--- src/common/lsu_pkg.sv ---
package lsu_pkg;

    // data and address width
    localparam int XLEN = 32;

    // reorder-buffer tag width
    localparam int TAG_W = 3;

    // load-store buffer entries, also the issue credit count
    localparam int LSB_DEPTH = 8;
    localparam int LSB_IDX_W = $clog2(LSB_DEPTH);

    // fetch address queue slots, also the fetch credit count
    localparam int FQ_DEPTH = 8;
    localparam int FQ_PTR_W = $clog2(FQ_DEPTH);

    // bytes per instruction word
    localparam int FETCH_BYTES = 4;

    // memory op codes, same encoding as the core's op field
    typedef enum logic [4:0] {
        LB  = 5'b10010,
        LH  = 5'b10011,
        LW  = 5'b10100,
        LBU = 5'b10101,
        LHU = 5'b10110,
        SB  = 5'b10111,
        SH  = 5'b11000,
        SW  = 5'b11001
    } mem_op_e;

    // access size
    typedef enum logic [1:0] {
        BYTE = 2'd0,
        HALF = 2'd1,
        WORD = 2'd2
    } width_e;

endpackage

--- src/common/mem_op_if.sv ---
`timescale 1ns/1ps

interface mem_op_if;

    logic                     op_valid;
    logic [lsu_pkg::TAG_W-1:0] tag;
    lsu_pkg::width_e          width;
    logic                     is_signed;
    logic                     is_store;
    logic [lsu_pkg::XLEN-1:0] addr;
    logic [lsu_pkg::XLEN-1:0] data;
    logic                     op_take;

    // entry table side
    modport decode (
        output op_valid, tag, width, is_signed, is_store, addr, data,
        input  op_take
    );

    // memory engine side
    modport execute (
        input  op_valid, tag, width, is_signed, is_store, addr, data,
        output op_take
    );

endinterface

--- src/common/mem_result_if.sv ---
`timescale 1ns/1ps

interface mem_result_if;

    logic                      res_valid;
    logic [lsu_pkg::TAG_W-1:0] tag;
    lsu_pkg::width_e           width;
    logic                      is_signed;
    logic                      is_store;
    logic [lsu_pkg::XLEN-1:0]  raw;

    modport source (output res_valid, tag, width, is_signed, is_store, raw);

    modport sink (input res_valid, tag, width, is_signed, is_store, raw);

    // only completion and tag, for freeing entries
    modport monitor (input res_valid, tag);

endinterface

--- src/design/fetch_queue.sv ---
`timescale 1ns/1ps

module fetch_queue (
    input  logic                     clk,
    input  logic                     rst,
    input  logic                     fetch_valid,
    input  logic [lsu_pkg::XLEN-1:0] fetch_pc,
    input  logic                     fq_pop,
    output logic                     fq_valid,
    output logic [lsu_pkg::XLEN-1:0] fq_pc,
    output logic                     fetch_credit
);

    logic [lsu_pkg::XLEN-1:0]     pc_mem [lsu_pkg::FQ_DEPTH];
    logic [lsu_pkg::FQ_PTR_W-1:0] head;
    logic [lsu_pkg::FQ_PTR_W-1:0] tail;
    logic [lsu_pkg::FQ_PTR_W:0]   count;

    always_ff @(posedge clk) begin
        if (fetch_valid) begin
            pc_mem[tail] <= fetch_pc;
        end
    end

    // credits keep the fetch unit from overrunning the queue
    always_ff @(posedge clk) begin
        if (!rst) begin
            head         <= '0;
            tail         <= '0;
            count        <= '0;
            fetch_credit <= 1'b0;
        end else begin
            if (fetch_valid) begin
                tail <= tail + 1'b1;
            end
            if (fq_pop) begin
                head <= head + 1'b1;
            end
            count        <= count + (fetch_valid ? 1'b1 : 1'b0) - (fq_pop ? 1'b1 : 1'b0);
            fetch_credit <= fq_pop;
        end
    end

    assign fq_valid = (count != '0);
    assign fq_pc    = pc_mem[head];

endmodule

--- src/design/load_formatter.sv ---
`timescale 1ns/1ps

module load_formatter (
    input  logic                      clk,
    input  logic                      rst,
    mem_result_if.sink                res,
    output logic                      done_valid,
    output logic [lsu_pkg::TAG_W-1:0] done_tag,
    output logic [lsu_pkg::XLEN-1:0]  done_value,
    output logic                      done_is_store
);

    logic [lsu_pkg::XLEN-1:0] ext_value;

    always_comb begin
        if (res.is_store) begin
            ext_value = '0;
        end else begin
            case (res.width)
                lsu_pkg::BYTE: ext_value = {{24{res.is_signed & res.raw[7]}}, res.raw[7:0]};
                lsu_pkg::HALF: ext_value = {{16{res.is_signed & res.raw[15]}}, res.raw[15:0]};
                default:       ext_value = res.raw;
            endcase
        end
    end

    always_ff @(posedge clk) begin
        if (!rst) begin
            done_valid <= 1'b0;
        end else begin
            done_valid <= res.res_valid;
        end
    end

    always_ff @(posedge clk) begin
        if (res.res_valid) begin
            done_tag      <= res.tag;
            done_value    <= ext_value;
            done_is_store <= res.is_store;
        end
    end

endmodule

--- src/design/mem_subsys.sv ---
`timescale 1ns/1ps

module mem_subsys (
    input  logic                      clk,
    input  logic                      rst,
    input  logic                      issue_valid,
    input  logic [lsu_pkg::TAG_W-1:0] issue_tag,
    input  lsu_pkg::mem_op_e          issue_op,
    input  logic [lsu_pkg::XLEN-1:0]  issue_addr,
    input  logic [lsu_pkg::XLEN-1:0]  issue_data,
    output logic                      issue_credit,
    input  logic                      commit_valid,
    input  logic [lsu_pkg::TAG_W-1:0] commit_tag,
    input  logic                      fetch_valid,
    input  logic [lsu_pkg::XLEN-1:0]  fetch_pc,
    output logic                      fetch_credit,
    output logic                      ins_valid,
    output logic [lsu_pkg::XLEN-1:0]  ins_pc,
    output logic [lsu_pkg::XLEN-1:0]  ins_value,
    output logic                      done_valid,
    output logic [lsu_pkg::TAG_W-1:0] done_tag,
    output logic [lsu_pkg::XLEN-1:0]  done_value,
    output logic                      done_is_store,
    output logic [lsu_pkg::XLEN-1:0]  ram_addr,
    output logic                      ram_we,
    output logic [7:0]                ram_wdata,
    input  logic [7:0]                ram_rdata
);

    mem_op_if     op_bus ();
    mem_result_if res_bus ();

    logic                     fq_valid;
    logic [lsu_pkg::XLEN-1:0] fq_pc;
    logic                     fq_pop;

    lsb_entry_table u_entry_table (
        .clk          (clk),
        .rst          (rst),
        .issue_valid  (issue_valid),
        .issue_tag    (issue_tag),
        .issue_op     (issue_op),
        .issue_addr   (issue_addr),
        .issue_data   (issue_data),
        .commit_valid (commit_valid),
        .commit_tag   (commit_tag),
        .res          (res_bus.monitor),
        .op           (op_bus.decode),
        .issue_credit (issue_credit)
    );

    lsb_mem_engine u_mem_engine (
        .clk       (clk),
        .rst       (rst),
        .op        (op_bus.execute),
        .fq_valid  (fq_valid),
        .fq_pc     (fq_pc),
        .fq_pop    (fq_pop),
        .ram_addr  (ram_addr),
        .ram_we    (ram_we),
        .ram_wdata (ram_wdata),
        .ram_rdata (ram_rdata),
        .res       (res_bus.source),
        .ins_valid (ins_valid),
        .ins_pc    (ins_pc),
        .ins_value (ins_value)
    );

    fetch_queue u_fetch_queue (
        .clk          (clk),
        .rst          (rst),
        .fetch_valid  (fetch_valid),
        .fetch_pc     (fetch_pc),
        .fq_pop       (fq_pop),
        .fq_valid     (fq_valid),
        .fq_pc        (fq_pc),
        .fetch_credit (fetch_credit)
    );

    load_formatter u_load_formatter (
        .clk           (clk),
        .rst           (rst),
        .res           (res_bus.sink),
        .done_valid    (done_valid),
        .done_tag      (done_tag),
        .done_value    (done_value),
        .done_is_store (done_is_store)
    );

endmodule

--- src/lsb/lsb_entry_table.sv ---
`timescale 1ns/1ps

module lsb_entry_table (
    input  logic                      clk,
    input  logic                      rst,
    input  logic                      issue_valid,
    input  logic [lsu_pkg::TAG_W-1:0] issue_tag,
    input  lsu_pkg::mem_op_e          issue_op,
    input  logic [lsu_pkg::XLEN-1:0]  issue_addr,
    input  logic [lsu_pkg::XLEN-1:0]  issue_data,
    input  logic                      commit_valid,
    input  logic [lsu_pkg::TAG_W-1:0] commit_tag,
    mem_result_if.monitor             res,
    mem_op_if.decode                  op,
    output logic                      issue_credit
);

    logic                      ent_live   [lsu_pkg::LSB_DEPTH];
    lsu_pkg::width_e           ent_width  [lsu_pkg::LSB_DEPTH];
    logic                      ent_signed [lsu_pkg::LSB_DEPTH];
    logic                      ent_store  [lsu_pkg::LSB_DEPTH];
    logic [lsu_pkg::XLEN-1:0]  ent_addr   [lsu_pkg::LSB_DEPTH];
    logic [lsu_pkg::XLEN-1:0]  ent_data   [lsu_pkg::LSB_DEPTH];

    logic [lsu_pkg::TAG_W-1:0]   cq_tags [lsu_pkg::LSB_DEPTH];
    logic [lsu_pkg::LSB_IDX_W-1:0] cq_head;
    logic [lsu_pkg::LSB_IDX_W-1:0] cq_tail;
    logic [lsu_pkg::LSB_IDX_W:0]   cq_count;
    logic [lsu_pkg::TAG_W-1:0]     head_tag;

    lsu_pkg::width_e dec_width;
    logic            dec_signed;
    logic            dec_store;

    // width, sign and direction all follow from the op code
    always_comb begin
        dec_width  = lsu_pkg::BYTE;
        dec_signed = 1'b0;
        dec_store  = 1'b0;
        case (issue_op)
            lsu_pkg::LB:  dec_signed = 1'b1;
            lsu_pkg::LH: begin
                dec_width  = lsu_pkg::HALF;
                dec_signed = 1'b1;
            end
            lsu_pkg::LW:  dec_width = lsu_pkg::WORD;
            lsu_pkg::LBU: dec_width = lsu_pkg::BYTE;
            lsu_pkg::LHU: dec_width = lsu_pkg::HALF;
            lsu_pkg::SB:  dec_store = 1'b1;
            lsu_pkg::SH: begin
                dec_width = lsu_pkg::HALF;
                dec_store = 1'b1;
            end
            lsu_pkg::SW: begin
                dec_width = lsu_pkg::WORD;
                dec_store = 1'b1;
            end
            default: dec_width = lsu_pkg::BYTE;
        endcase
    end

    always_ff @(posedge clk) begin
        if (issue_valid) begin
            ent_width[issue_tag]  <= dec_width;
            ent_signed[issue_tag] <= dec_signed;
            ent_store[issue_tag]  <= dec_store;
            ent_addr[issue_tag]   <= issue_addr;
            ent_data[issue_tag]   <= issue_data;
        end
        if (commit_valid) begin
            cq_tags[cq_tail] <= commit_tag;
        end
    end

    always_ff @(posedge clk) begin
        if (!rst) begin
            for (int i = 0; i < lsu_pkg::LSB_DEPTH; i++) begin
                ent_live[i] <= 1'b0;
            end
            cq_head      <= '0;
            cq_tail      <= '0;
            cq_count     <= '0;
            issue_credit <= 1'b0;
        end else begin
            // free first so a same-cycle reissue of the tag wins
            if (res.res_valid) begin
                ent_live[res.tag] <= 1'b0;
            end
            if (issue_valid) begin
                ent_live[issue_tag] <= 1'b1;
            end
            // credit lines up with done_valid from the formatter
            issue_credit <= res.res_valid;
            if (commit_valid) begin
                cq_tail <= cq_tail + 1'b1;
            end
            if (op.op_take) begin
                cq_head <= cq_head + 1'b1;
            end
            cq_count <= cq_count + (commit_valid ? 1'b1 : 1'b0) - (op.op_take ? 1'b1 : 1'b0);
        end
    end

    assign head_tag = cq_tags[cq_head];

    assign op.op_valid  = (cq_count != '0) && ent_live[head_tag];
    assign op.tag       = head_tag;
    assign op.width     = ent_width[head_tag];
    assign op.is_signed = ent_signed[head_tag];
    assign op.is_store  = ent_store[head_tag];
    assign op.addr      = ent_addr[head_tag];
    assign op.data      = ent_data[head_tag];

endmodule

--- src/lsb/lsb_mem_engine.sv ---
`timescale 1ns/1ps

module lsb_mem_engine (
    input  logic                      clk,
    input  logic                      rst,
    mem_op_if.execute                 op,
    input  logic                      fq_valid,
    input  logic [lsu_pkg::XLEN-1:0]  fq_pc,
    output logic                      fq_pop,
    output logic [lsu_pkg::XLEN-1:0]  ram_addr,
    output logic                      ram_we,
    output logic [7:0]                ram_wdata,
    input  logic [7:0]                ram_rdata,
    mem_result_if.source              res,
    output logic                      ins_valid,
    output logic [lsu_pkg::XLEN-1:0]  ins_pc,
    output logic [lsu_pkg::XLEN-1:0]  ins_value
);

    logic       busy;
    logic [2:0] cnt;
    logic       res_pulse;
    logic       ins_pulse;

    logic                      cur_fetch;
    logic                      cur_store;
    logic                      cur_signed;
    lsu_pkg::width_e           cur_width;
    logic [lsu_pkg::TAG_W-1:0] cur_tag;
    logic [lsu_pkg::XLEN-1:0]  cur_addr;
    logic [lsu_pkg::XLEN-1:0]  cur_data;
    logic [2:0]                cur_n;
    logic [lsu_pkg::XLEN-1:0]  raw_q;

    logic       start_op;
    logic       start_fetch;
    logic       last_cycle;
    logic [1:0] cap_idx;
    logic [2:0] op_bytes;

    // committed op beats a waiting fetch
    assign start_op    = !busy && op.op_valid;
    assign start_fetch = !busy && !op.op_valid && fq_valid;
    assign op.op_take  = start_op;

    always_comb begin
        case (op.width)
            lsu_pkg::HALF: op_bytes = 3'd2;
            lsu_pkg::WORD: op_bytes = 3'd4;
            default:       op_bytes = 3'd1;
        endcase
    end

    // stores end on the last write, reads on the last capture
    assign last_cycle = cur_store ? (cnt == cur_n - 3'd1) : (cnt == cur_n);

    // read data lags the address by one cycle
    assign cap_idx = cnt[1:0] - 2'd1;

    assign fq_pop = busy && cur_fetch && last_cycle;

    always_ff @(posedge clk) begin
        if (!rst) begin
            busy      <= 1'b0;
            cnt       <= '0;
            res_pulse <= 1'b0;
            ins_pulse <= 1'b0;
        end else begin
            res_pulse <= 1'b0;
            ins_pulse <= 1'b0;
            if (!busy) begin
                cnt <= '0;
                if (start_op || start_fetch) begin
                    busy <= 1'b1;
                end
            end else begin
                cnt <= cnt + 3'd1;
                if (last_cycle) begin
                    busy      <= 1'b0;
                    ins_pulse <= cur_fetch;
                    res_pulse <= !cur_fetch;
                end
            end
        end
    end

    always_ff @(posedge clk) begin
        if (start_op) begin
            cur_fetch  <= 1'b0;
            cur_store  <= op.is_store;
            cur_signed <= op.is_signed;
            cur_width  <= op.width;
            cur_tag    <= op.tag;
            cur_addr   <= op.addr;
            cur_data   <= op.data;
            cur_n      <= op_bytes;
            raw_q      <= '0;
        end else if (start_fetch) begin
            cur_fetch <= 1'b1;
            cur_store <= 1'b0;
            cur_width <= lsu_pkg::WORD;
            cur_addr  <= fq_pc;
            cur_n     <= 3'(lsu_pkg::FETCH_BYTES);
            raw_q     <= '0;
        end else if (busy && !cur_store && cnt != 3'd0) begin
            raw_q[8*cap_idx +: 8] <= ram_rdata;
        end
    end

    assign ram_addr  = cur_addr + lsu_pkg::XLEN'(cnt);
    assign ram_we    = busy && cur_store && (cnt < cur_n);
    assign ram_wdata = cur_data[8*cnt[1:0] +: 8];

    assign res.res_valid = res_pulse;
    assign res.tag       = cur_tag;
    assign res.width     = cur_width;
    assign res.is_signed = cur_signed;
    assign res.is_store  = cur_store;
    assign res.raw       = raw_q;

    assign ins_valid = ins_pulse;
    assign ins_pc    = cur_addr;
    assign ins_value = raw_q;

endmodule

--- config.mk ---
export PLATFORM = sky130hd
export DESIGN_NAME = mem_subsys
export DESIGN_NICKNAME = d
export VERILOG_FILES = /design/src/common/lsu_pkg.sv /design/src/common/mem_op_if.sv /design/src/common/mem_result_if.sv /design/src/design/fetch_queue.sv /design/src/design/load_formatter.sv /design/src/design/mem_subsys.sv /design/src/lsb/lsb_entry_table.sv /design/src/lsb/lsb_mem_engine.sv
export SDC_FILE = /design/constraint.sdc
export NUM_CORES = 1
export LEC_CHECK = 0
export ABC_AREA = 1
export BUFFER_PORTS_ARGS = -buffer_cell sky130_fd_sc_hd__clkbuf_2
export CORE_ASPECT_RATIO = 0.5
export CORE_UTILIZATION = 45
export CTS_BUF_LIST = sky130_fd_sc_hd__clkbuf_4
export DETAILED_ROUTE_END_ITERATION = 8
export GPL_TIMING_DRIVEN = 0
export SLEW_MARGIN = 5
export SYNTH_ARGS = -nofsm -noshare
export SYNTH_HDL_FRONTEND = slang
export SYNTH_HIERARCHICAL = 1
export SYNTH_SLANG_ARGS = --single-unit
--- constraint.sdc ---
create_clock -name clk -period 4.3 [get_ports clk]
set_input_delay 0.215 -clock clk [delete_from_list [all_inputs] [get_ports clk]]
set_output_delay 0.215 -clock clk [all_outputs]
set_load 0.005 [all_outputs]
# [Word level (Yosys, flattened, before mapping)]
# Memory sizes are Yosys's and may differ from the RTL's. A register that Yosys moved wholly into a read port is not among the register bits.
# Index checks and enable logic that the tools add are counted.
[totals] memories=8 ff_bits=138 ram_bits=832
[memory_table] memory="u_entry_table.ent_addr" depth=8 word_bits=32 read_ports=1 rd_ports_with_merged_regs=0 write_ports=1 line="lsb_entry_table.sv:22" source="logic [lsu_pkg::XLEN-1:0] ent_addr [lsu_pkg::LSB_DEPTH];"
[memory_table] memory="u_entry_table.ent_data" depth=8 word_bits=32 read_ports=1 rd_ports_with_merged_regs=1 write_ports=1 line="lsb_entry_table.sv:23" source="logic [lsu_pkg::XLEN-1:0] ent_data [lsu_pkg::LSB_DEPTH];"
[memory_table] memory="u_fetch_queue.pc_mem" depth=8 word_bits=32 read_ports=1 rd_ports_with_merged_regs=1 write_ports=1 line="fetch_queue.sv:14" source="logic [lsu_pkg::XLEN-1:0] pc_mem [lsu_pkg::FQ_DEPTH];"
[memory_table] memory="u_entry_table.cq_tags" depth=8 word_bits=3 read_ports=1 rd_ports_with_merged_regs=1 write_ports=1 line="lsb_entry_table.sv:25" source="logic [lsu_pkg::TAG_W-1:0] cq_tags [lsu_pkg::LSB_DEPTH];"
[memory_table] memory="u_entry_table.ent_width" depth=8 word_bits=2 read_ports=1 rd_ports_with_merged_regs=0 write_ports=1 line="lsb_entry_table.sv:19" source="lsu_pkg::width_e ent_width [lsu_pkg::LSB_DEPTH];"
[memory_table] memory="u_entry_table.ent_live" depth=8 word_bits=1 read_ports=1 rd_ports_with_merged_regs=0 write_ports=8 line="lsb_entry_table.sv:18" source="logic ent_live [lsu_pkg::LSB_DEPTH];"
[memory_table] memory="2 more memories"
[op_classes] bitwise_logic=2 eq_ne=12 n_lt_le_gt_ge=1 shifts=3 n_mux=44 n_addsub=13 reduce_logical=29
[ops] operator="$mux 32" n=2
[ops] operator="$pmux 32 s2" n=1
[ops] operator="$eq 5x5->1 const B" n=7
[ops] operator="$neg 5->34" n=1
[ops] operator="$shift 8x34->32 const A" n=1
[ops] operator="$shiftx 8x34->32" n=1
[ops] operator="$add 32x3->32" n=1
[ops] operator="$bwmux 32" n=1
[ops] operator="$shiftx 32x6->8" n=1
[ops] operator="$mux 1" n=28
[ops] operator="$mux 3" n=8
[ops] operator="$add 3x1->3 const B" n=5
[ops] operator="$logic_and 1x1->1" n=10
[ops] operator="$add 4x4->4" n=2
[ops] operator="$reduce_bool 4->1" n=2
[ops] operator="$sub 4x4->4" n=2
[ops] operator="$eq 3x3->1" n=2
[ops] operator="$pmux 3 s2" n=1
[ops] operator="$reduce_or 2->1" n=3
[ops] operator="$reduce_or 3->1" n=2
[ops] operator="$eq 2x1->1 const B" n=2
[ops] operator="$logic_not 1->1" n=4
[ops] operator="$mux 2" n=2
[ops] operator="$pmux 2 s2" n=1
[ops] operator="other kinds (12)" n=14

# [Longest topological paths before layout]
# Gate-level depths: netlist of the first run.
[logic_depth] word_depth=8 depth_mapped=24 depth_no_buf=21

# [By module]
# Netlist of the first run, hierarchy kept.
[modules_own_cells] module="lsb_entry_table" cells_each=2277 area_each_um2=24777.5 seq_area_each_um2=17496.8 n_inst=1
[modules_own_cells] module="fetch_queue" cells_each=1190 area_each_um2=11778.8 seq_area_each_um2=7967.6 n_inst=1
[modules_own_cells] module="lsb_mem_engine" cells_each=727 area_each_um2=6014.5 seq_area_each_um2=3002.9 n_inst=1
[modules_own_cells] module="load_formatter" cells_each=154 area_each_um2=1644.1 seq_area_each_um2=1101.1 n_inst=1

# [Least setup slack after synthesis of the first run]
# OpenSTA, ideal clock, no wires.
[synth_path] path_type="input port to flip-flop" start="input issue_tag[1] (netlist name)" end="memory u_entry_table/ent_addr[2][0] (netlist name), enable pin" t_arrival_ns=3.267 n_path_buf=0 slack_ns=0.536 path_stages=4 cell_sequence="inv_1 nor2_1 inv_1 nor2_1"
[synth_lines] element="start: declaration" line="mem_subsys.sv:7" source="input logic [lsu_pkg::TAG_W-1:0] issue_tag,"
[synth_lines] element="end: declaration" line="lsb_entry_table.sv:22"
# Straight into the memory's write port.

==> results of run 1 <==
==> worst register-to-register path: stages, from the launching register on <==
cell and delay [ps]:
dfxtp_1 410, buf_4 210, nor2_1 60, nor2_1 80, o21ai_1 80, o21ai_1 160, inv_2 70, o21ai_2 580
buf_2 400, nand2_1 100, nor2_1 120, nor2_2 90, inv_1 120, nor2_4 90, buf_12 190, ha_1 350
inv_1 60, ha_1 130, inv_1 60, fa_1 370, xor2_1 150, nor2_1 50
==> metal layers <==
metal	track usage	vias up	part of all wire
li1	-	15685	-
met1	0.332	15424	0.44
met2	0.388	1136	0.47
met3	0.0416	200	0.070
met4	0.0834	2	0.022
met5	0	-	0.00011
==> logic make-up after synthesis <==
group                    count (synthesis)
XOR/XNOR                                19
AO/OA/AOI/OAI                          268
flip-flops                            1010
buffers and inverters                  756
adder cells (fa/ha/maj)                 32
AND/OR/NAND/NOR                       2263
==> sequential cells by signal (all words and copies together), names as in the netlist, 4 cells and up, named ones only <==
register,count
u_entry_table/ent_addr,256
u_entry_table/ent_live,8
u_entry_table/ent_data,256
u_entry_table/ent_signed,8
u_entry_table/ent_store,8
u_entry_table/cq_count,4
u_mem_engine/ins_pc,32
u_mem_engine/cur_data,32
u_fetch_queue/count,4
u_entry_table/cq_tags,24
u_load_formatter/done_value,32
u_fetch_queue/pc_mem,256
u_entry_table/ent_width,16
u_mem_engine/ins_value,32
==> per-stage QoR <==
stage | TNS (ps) | worst slack, ps | power [mW] | util | hold WS (ps)
2_1_floorplan | 0 | 536 | 16.9 | - | 308
3_3_place_gp | -1346380 | -2530 | 19.9 | 0.490 | 427
3_5_place_dp | -2520 | -695 | 20.1 | 0.499 | 430
4_1_cts | 0 | 34.7 | 28.2 | 0.555 | 89.3
5_1_grt | 0 | 4.24 | 29.5 | 0.556 | 144
6_report | 0 | 314 | 28.0 | 0.556 | 238
==> cells in the final DEF, fill, tap and decap left out, types with 12 or more instances in the layout <==
master	count
dlygate4sd3_1	241
o211ai_1	68
xor2_1	12
buf_2	92
nand3b_1	13
clkinv_1	36
clkbuf_1	21
dfxtp_1	75
inv_1	529
o21ai_0	86
clkbuf_4	358
a21oi_1	46
edfxtp_1	934
ha_1	29
buf_4	65
nand2_1	1855
buf_6	21
nand3_1	183
nor2_1	147
o21ai_1	53
clkbuf_2	265
nor2_4	23
buf_12	24
==> final cells by class <==
class,count,area share
flip-flops and latches,1010,0.553
multi-input cells,2582,0.211
repair buffers,537,0.0831
clock buffers,358,0.0502
inverters,539,0.0379
well taps,1312,0.0307
plain buffers,217,0.0277
clock inverters,55,0.00653
diodes,6,0.000281
==> power groups by stage <==
stage	clock [mW]	sequential, mW	combinational [mW]
after floorplan	0	12.2	4.72
after global placement	0	12.4	7.49
after CTS	8.09	12.2	7.88
final	7.91	12.2	7.91
after global routing	8.56	12.3	8.72
after detailed placement	0	12.4	7.65
==> repair_timing <==
action                                   CTS  global route
endpoints found under the setup margin    25             3
setup buffers                              1             0
gates cloned                               0             0
hold buffers                             241             0
gates resized for setup                    5             2
hold endpoints to repair                1643             0
==> how the worst min path moves through the flow <==
stage | end | slack, ps
after floorplan | u_entry_table/cq_count[0] | 310
after global placement | u_mem_engine/res.res_valid | 430
after detailed placement | u_mem_engine/res.res_valid | 430
after CTS | u_entry_table/ent_data[1][15] | 90
after global routing | u_entry_table/ent_addr[4][30] | 140
final | u_entry_table/ent_addr[4][29] | 240
==> impl_metrics.json, run 1 <==
{
  "seq_power_share": 0.436,
  "synth_edf_count": 934,
  "p_sw_frac": 0.352,
  "drtIter0Drc": 3009,
  "synth_common_cells": "nand2_1 (1855), edfxtp_1 (934), inv_1 (530), nand3_1 (183), nor2_1 (164)",
  "row_count": 80,
  "routed-via-count": 32447,
  "yosys.area_share.simple": 0.204,
  "endpoint": "u_entry_table/cq_count[2]",
  "synth-adder-area-share": 0.00956,
  "grt_max_degree": 52,
  "power_density_nw_per_um2": 524,
  "area_delta_synth_final_pct": 21.0,
  "crit_buf_inv": 7,
  "worst_r2r_endpoint": "u_entry_table/cq_count[2]",
  "period_needed_ps": 3990,
  "crit_fanout": 51,
  "seq_area_sq_um": 29600,
  "hold_class": "primary input to flop",
  "tightest_slew_ps": 1080,
  "crit_top_cell": "nor2_1",
  "die_x_um": 445,
  "numCtsBuffers": 221,
  "fin_nets": 5260,
  "rsz0062_at_grt": "false",
  "combPwrFrac": 0.282,
  "fmax_ghz": 0.251,
  "synth_xor_area_frac": 0.00376,
  "grt_use_total": 0.242,
  "final-setup-viol-count": 0,
  "hp-start": "issue_tag[2]",
  "skew_ps": 93.9,
  "yosysSeqAreaShare": 0.669,
  "clock_tree.buffer_depth": 3,
  "grt-ovfl-total": 0,
  "fill_cells": 8400,
  "synth_top_family_by_area": "simple AND/OR/NAND/NOR gates",
  "numPlacedInstances": 5955,
  "hold_viol": 0,
  "synth_mux_area_frac": 0,
  "design_area_sq_um": 53500,
  "fin_cells": 6616,
  "whs_path_depth": 4,
  "cts_tree": "built",
  "synth_area_leaders": "edfxtp_1 (63%), nand2_1 (16%), inv_1 (4.5%)",
  "vias_per_cell": 4.90,
  "power_frac_clock": 0.282,
  "syn-cell-area_sq_um": 44200,
  "final_max_slew_viol_count": 0,
  "dp_hpwl_um": 79500,
  "cp-end-kind": "flop",
  "finalWirelength_um": 121000,
  "crit_chain": "buf_4 -> nor2_1 -> nor2_1 -> o21ai_1 -> o21ai_1 -> inv_2 -> o21ai_2 -> buf_2 -> nand2_1 -> nor2_1 -> nor2_2 -> inv_1 -> nor2_4 -> buf_12 -> ha_1 -> inv_1 -> ha_1 -> inv_1 -> fa_1 -> xor2_1 -> nor2_1",
  "cts.sinks": 1010,
  "htreeDepth": 4,
  "ys_ff_latch": 1010,
  "path_class": "flop to flop",
  "globalplace.congestion": 0.915,
  "total_leakage_power_nw": 23.4,
  "drive_gt1_frac": 0.176,
  "reg2reg_setup_slack_ps": 310,
  "multi_input_area_sq_um": 11300,
  "vdd_drop_max_uv": 253,
  "async_reset_ff_frac": 0,
  "io_buffers": 264,
  "antenna_found_initial": 6,
  "p_int_mw": 18.2,
  "clk_latency_ps": 1170,
  "synthCells": 4348,
  "status": "finished, final reports clean",
  "crit_arrival_ps": 5030,
  "core-area_sq_um": 96300,
  "dieArea_sq_um": 99600,
  "fin_crit_sh": 0.927,
  "start_kind": "flop",
  "cp.depth": 21,
  "antenna_left": 0,
  "wire_per_inst_um": 18.3,
  "p_switching_mw": 9.86,
  "reg2reg_depth": 21,
  "cpPeakStageDelay_ps": 580,
  "cpLargestDelayFamily": "buffers and inverters",
  "die_h_um": 224,
  "slowest_stage": "o21ai_2",
  "synthFlopType": "edfxtp_1",
  "grt_pass1_vias": 31127,
  "synth_top_area_frac": 0.634,
  "grt_pass1_wl_um": 182000,
  "drc": 0,
  "dr.pass1.iters": 6,
  "required_ps": 5340,
  "syn_nets": 4500,
  "synth_top_area_cell": "edfxtp_1",
  "max_slew_margin": 0.282,
  "cts_root_buf": "clkbuf_4",
  "post_dp_cell_area_sq_um": 48000,
  "synth_compound_area_frac": 0.0350,
  "yosys_warnings": 6,
  "synth_cell_types": 40,
  "maxCapViolations": 0,
  "start_util": 0.459,
  "avgSynthCellArea_sq_um": 10.2,
  "post-synth-top-count-cell": "nand2_1",
  "path_clk_slew_ps": 80,
  "ios": 265
}
Power figures use the tool's default switching activity.
==> run 2: changes to the inputs <==
--- a/config.mk
+++ b/config.mk
@@ -14,2 +14,3 @@
 export GPL_TIMING_DRIVEN = 0
+export SETUP_SLACK_MARGIN = 0.4
 export SLEW_MARGIN = 5
@@ -17,3 +18,2 @@
 export SYNTH_HDL_FRONTEND = slang
-export SYNTH_HIERARCHICAL = 1
 export SYNTH_SLANG_ARGS = --single-unit
==> constraint.sdc (replaced) <==
create_clock -name clk -period 4.3 [get_ports clk]
set_input_delay 0.86 -clock clk [delete_from_list [all_inputs] [get_ports clk]]
set_output_delay 0.86 -clock clk [all_outputs]
set_load 0.005 [all_outputs]
==> run 2 against run 1 <==
Against the previous run: the flow now finishes with violations (negative setup slack); hold slack lost 79 ps; maximum frequency decreased by 10%; synthesized cell count shrank 27%; combinational power increased by 47%; register-to-register slack improved by 470 ps; setup slack lost 440 ps; design area fell by 9.5%; clock power fell by 4.4%; area after synthesis fell by 9.1%; critical endpoint is now ram_addr[28]; highest routed layer is now met4.
==> impl_metrics.json, run 2 <==
{
  "synth_top_area_frac": 0.698,
  "slowest_stage": "fa_2",
  "globalplace.congestion": 0.884,
  "clk_latency_ps": 1120,
  "cts_tree": "built",
  "synthFlopType": "edfxtp_1",
  "fin_cells": 5212,
  "maxCapViolations": 0,
  "total_leakage_power_nw": 17.7,
  "path_class": "flop to primary output",
  "area_delta_synth_final_pct": 20.5,
  "design_area_sq_um": 48400,
  "hp-start": "ram_rdata[4]",
  "ios": 265,
  "synthCells": 3192,
  "syn_nets": 3342,
  "reg2reg_setup_slack_ps": 780,
  "fmax_ghz": 0.226,
  "fin_crit_sh": 1.03,
  "ys_ff_latch": 1009,
  "wire_per_inst_um": 21.8,
  "synth_edf_count": 934,
  "antenna_left": 0,
  "start_kind": "flop",
  "hold_class": "primary input to flop",
  "grt_use_total": 0.249,
  "avgSynthCellArea_sq_um": 12.6,
  "final_cell_mix": "edfxtp_1 (934), nor2_1 (430), nand2_1 (407)",
  "cts_root_buf": "clkbuf_4",
  "yosys_warnings": 0,
  "hold_viol": 0,
  "numPlacedInstances": 4672,
  "syn-cell-area_sq_um": 40200,
  "core-area_sq_um": 88300,
  "startpoint": "u_mem_engine.cnt[1]",
  "grtUsageMet2": 0.399,
  "start_util": 0.455,
  "cpPeakStageDelay_ps": 390,
  "post-synth-top-count-cell": "edfxtp_1",
  "grt_pass1_wl_um": 167000,
  "fin_nets": 3995,
  "max_slew_margin": 0.351,
  "io_buffers": 263,
  "finalWirelength_um": 114000,
  "dr.pass1.iters": 7,
  "clock_tree.buffer_depth": 3,
  "grt_pass1_vias": 27474,
  "routed-via-count": 28336,
  "htreeDepth": 4,
  "status": "finished, violations left",
  "layout_setup_ws_ps": -129,
  "grt_busiest_layer": "met2",
  "grt_max_degree": 48,
  "crit_arrival_ps": 3570,
  "yosysSeqAreaShare": 0.735,
  "crit_buf_inv": 6,
  "power_frac_clock": 0.240,
  "vdd_drop_max_uv": 535,
  "top_regs": "u_entry_table.ent_addr: 256 flops, u_entry_table.ent_data: 256 flops, u_fetch_queue.pc_mem: 256 flops",
  "die_h_um": 213,
  "crit_top_cell": "nand4_1",
  "drtIter0Drc": 2999,
  "synth_area_leaders": "edfxtp_1 (70%), o21ai_0 (4.4%), nor2_1 (4.2%)",
  "drc": 0,
  "p_switching_mw": 12.5,
  "die_x_um": 425,
  "p_sw_frac": 0.397,
  "reg2reg_from": "u_mem_engine.cnt[0]",
  "crit_chain": "buf_8 -> clkinvlp_4 -> fa_2 -> inv_2 -> nand2_4 -> a21oi_4 -> nand4_1 -> buf_6 -> nor2_4 -> nand4_1 -> inv_1 -> nand2_2 -> nor2_2 -> xor2_1 -> buf_2",
  "vias_per_cell": 5.44,
  "dieArea_sq_um": 90600,
  "required_ps": 3440,
  "grt-ovfl-total": 0,
  "gr-usage-met1": 0.332,
  "period_needed_ps": 4430,
  "crit_fanout": 3,
  "cts.sinks": 1009,
  "grt_util_met3": 0.0563,
  "final-setup-viol-count": 6,
  "path_clk_slew_ps": 90,
  "fill_cells": 7480,
  "failed_checks": "negative setup slack",
  "synth_cell_types": 40,
  "fin_util": 0.548,
  "skew_ps": 62.2,
  "post_dp_cell_area_sq_um": 43900,
  "seq_power_share": 0.393,
  "combPwrFrac": 0.367,
  "final_max_slew_viol_count": 0,
  "rsz0062_at_grt": "true",
  "tightest_slew_ps": 973,
  "cpLargestDelayFamily": "buffers and inverters",
  "row_count": 77,
  "tns_ps": -312,
  "antenna_found_initial": 5,
  "p_int_mw": 19.0,
  "numCtsBuffers": 216,
  "power_density_nw_per_um2": 651,
  "layout_commonest_cell": "edfxtp_1",
  "synth_common_cells": "edfxtp_1 (934), nor2_1 (454), nand2_1 (411), o21ai_0 (350), a21oi_1 (163)",
  "cp-end-kind": "primary output",
  "dp_hpwl_um": 74200,
  "synth_top_area_cell": "edfxtp_1",
  "drive_gt1_frac": 0.211,
  "async_reset_ff_frac": 0
}
[run 2: cell count changes after synthesis, moves of 12 or more]
cell / previous run / this run
buf_2: 93 / 29
nor2_1: 164 / 454
clkbuf_1: 22 / 123
o21ai_0: 86 / 350
o22ai_1: 9 / 78
buf_4: 64 / 11
a21oi_1: 46 / 163
inv_1: 530 / 142
nand3_1: 183 / 83
a21oi_2: 0 / 22
a221oi_1: 0 / 64
nand3b_1: 13 / 1
nand2_1: 1855 / 411
[run 2: kinds of logic (layout without fill, tap and decap cells)]
| family | count (synthesis) | count (layout) | synth area share |
|---|---|---|---|
| other | 0 | 5 | 0 |
| xor gates and xnor gates | 37 | 37 | 0.00806 |
| buffers and inverters | 333 | 1163 | 0.0350 |
| and+or+nand+nor | 989 | 989 | 0.0982 |
| adders and majority gates | 30 | 30 | 0.00990 |
| DFF | 1009 | 1009 | 0.735 |
| AOI/OAI and AO/OA | 794 | 794 | 0.114 |
[run 2: final cells by class]
type | instances | area [sq um] | share of cell area
Sequential cell | 1009 | 29600 | 0.611
Multi-Input combinational cell | 1850 | 9600 | 0.198
Timing Repair Buffer | 435 | 3440 | 0.0711
Clock buffer | 352 | 2640 | 0.0546
Tap cell | 1185 | 1480 | 0.0306
Buffer | 181 | 848 | 0.0175
Inverter | 152 | 584 | 0.0121
Clock inverter | 43 | 239 | 0.00494
Antenna cell | 5 | 12.5 | 0.000258
[run 2: tightest hold or removal path: stages]
cell	delay (ps)
clkbuf_2	80
inv_1	60
nor2_1	90
nand3_1	110
a21oi_2	50
[run 2: metal layers]
layer / routed length, um / up-vias / part of all wire
met3: 9100 / 234 / 0.080
met5: 0 / - / 0
met4: 3070 / 0 / 0.027
met2: 53900 / 1213 / 0.47
met1: 47600 / 13842 / 0.42
li1: - / 13047 / -
[run 2: what timing repair did]
item | 4_1_cts | 5_1_grt
buffers inserted | 24 | 10
endpoints found under the setup margin | 42 | 30
hold buffers | 106 | 0
pin swaps | 15 | 13
gates resized for setup | 64 | 33
gates cloned | 0 | 0
hold endpoints to repair | 803 | 0
[run 2: power groups by stage]
stage	Combinational, mW	Clock (mW)	Sequential (mW)
2_1_floorplan	6.64	0	12.4
3_3_place_gp	11.0	0	12.6
3_5_place_dp	11.2	0	12.6
4_1_cts	11.5	7.70	12.4
5_1_grt	12.6	8.18	12.4
6_report	11.6	7.56	12.4
[run 2: stage by stage]
stage          worst slack, ps  power, mW  hold WS (ps)
2_1_floorplan            -98.7       19.0           421
3_3_place_gp             -3280       23.6           451
3_5_place_dp              -198       23.8           447
4_1_cts                   -316       31.6          5.20
5_1_grt                   -299       33.2           101
6_report                  -129       31.5           158
[run 2: path summary, 6_finish.rpt]
path,endpoint,cells past startpoint
max,ram_addr[28],15
min,u_mem_engine.ins_value[20],5
max reg2reg,u_fetch_queue.count[2],15
min reg2reg,u_mem_engine.res.res_valid,1
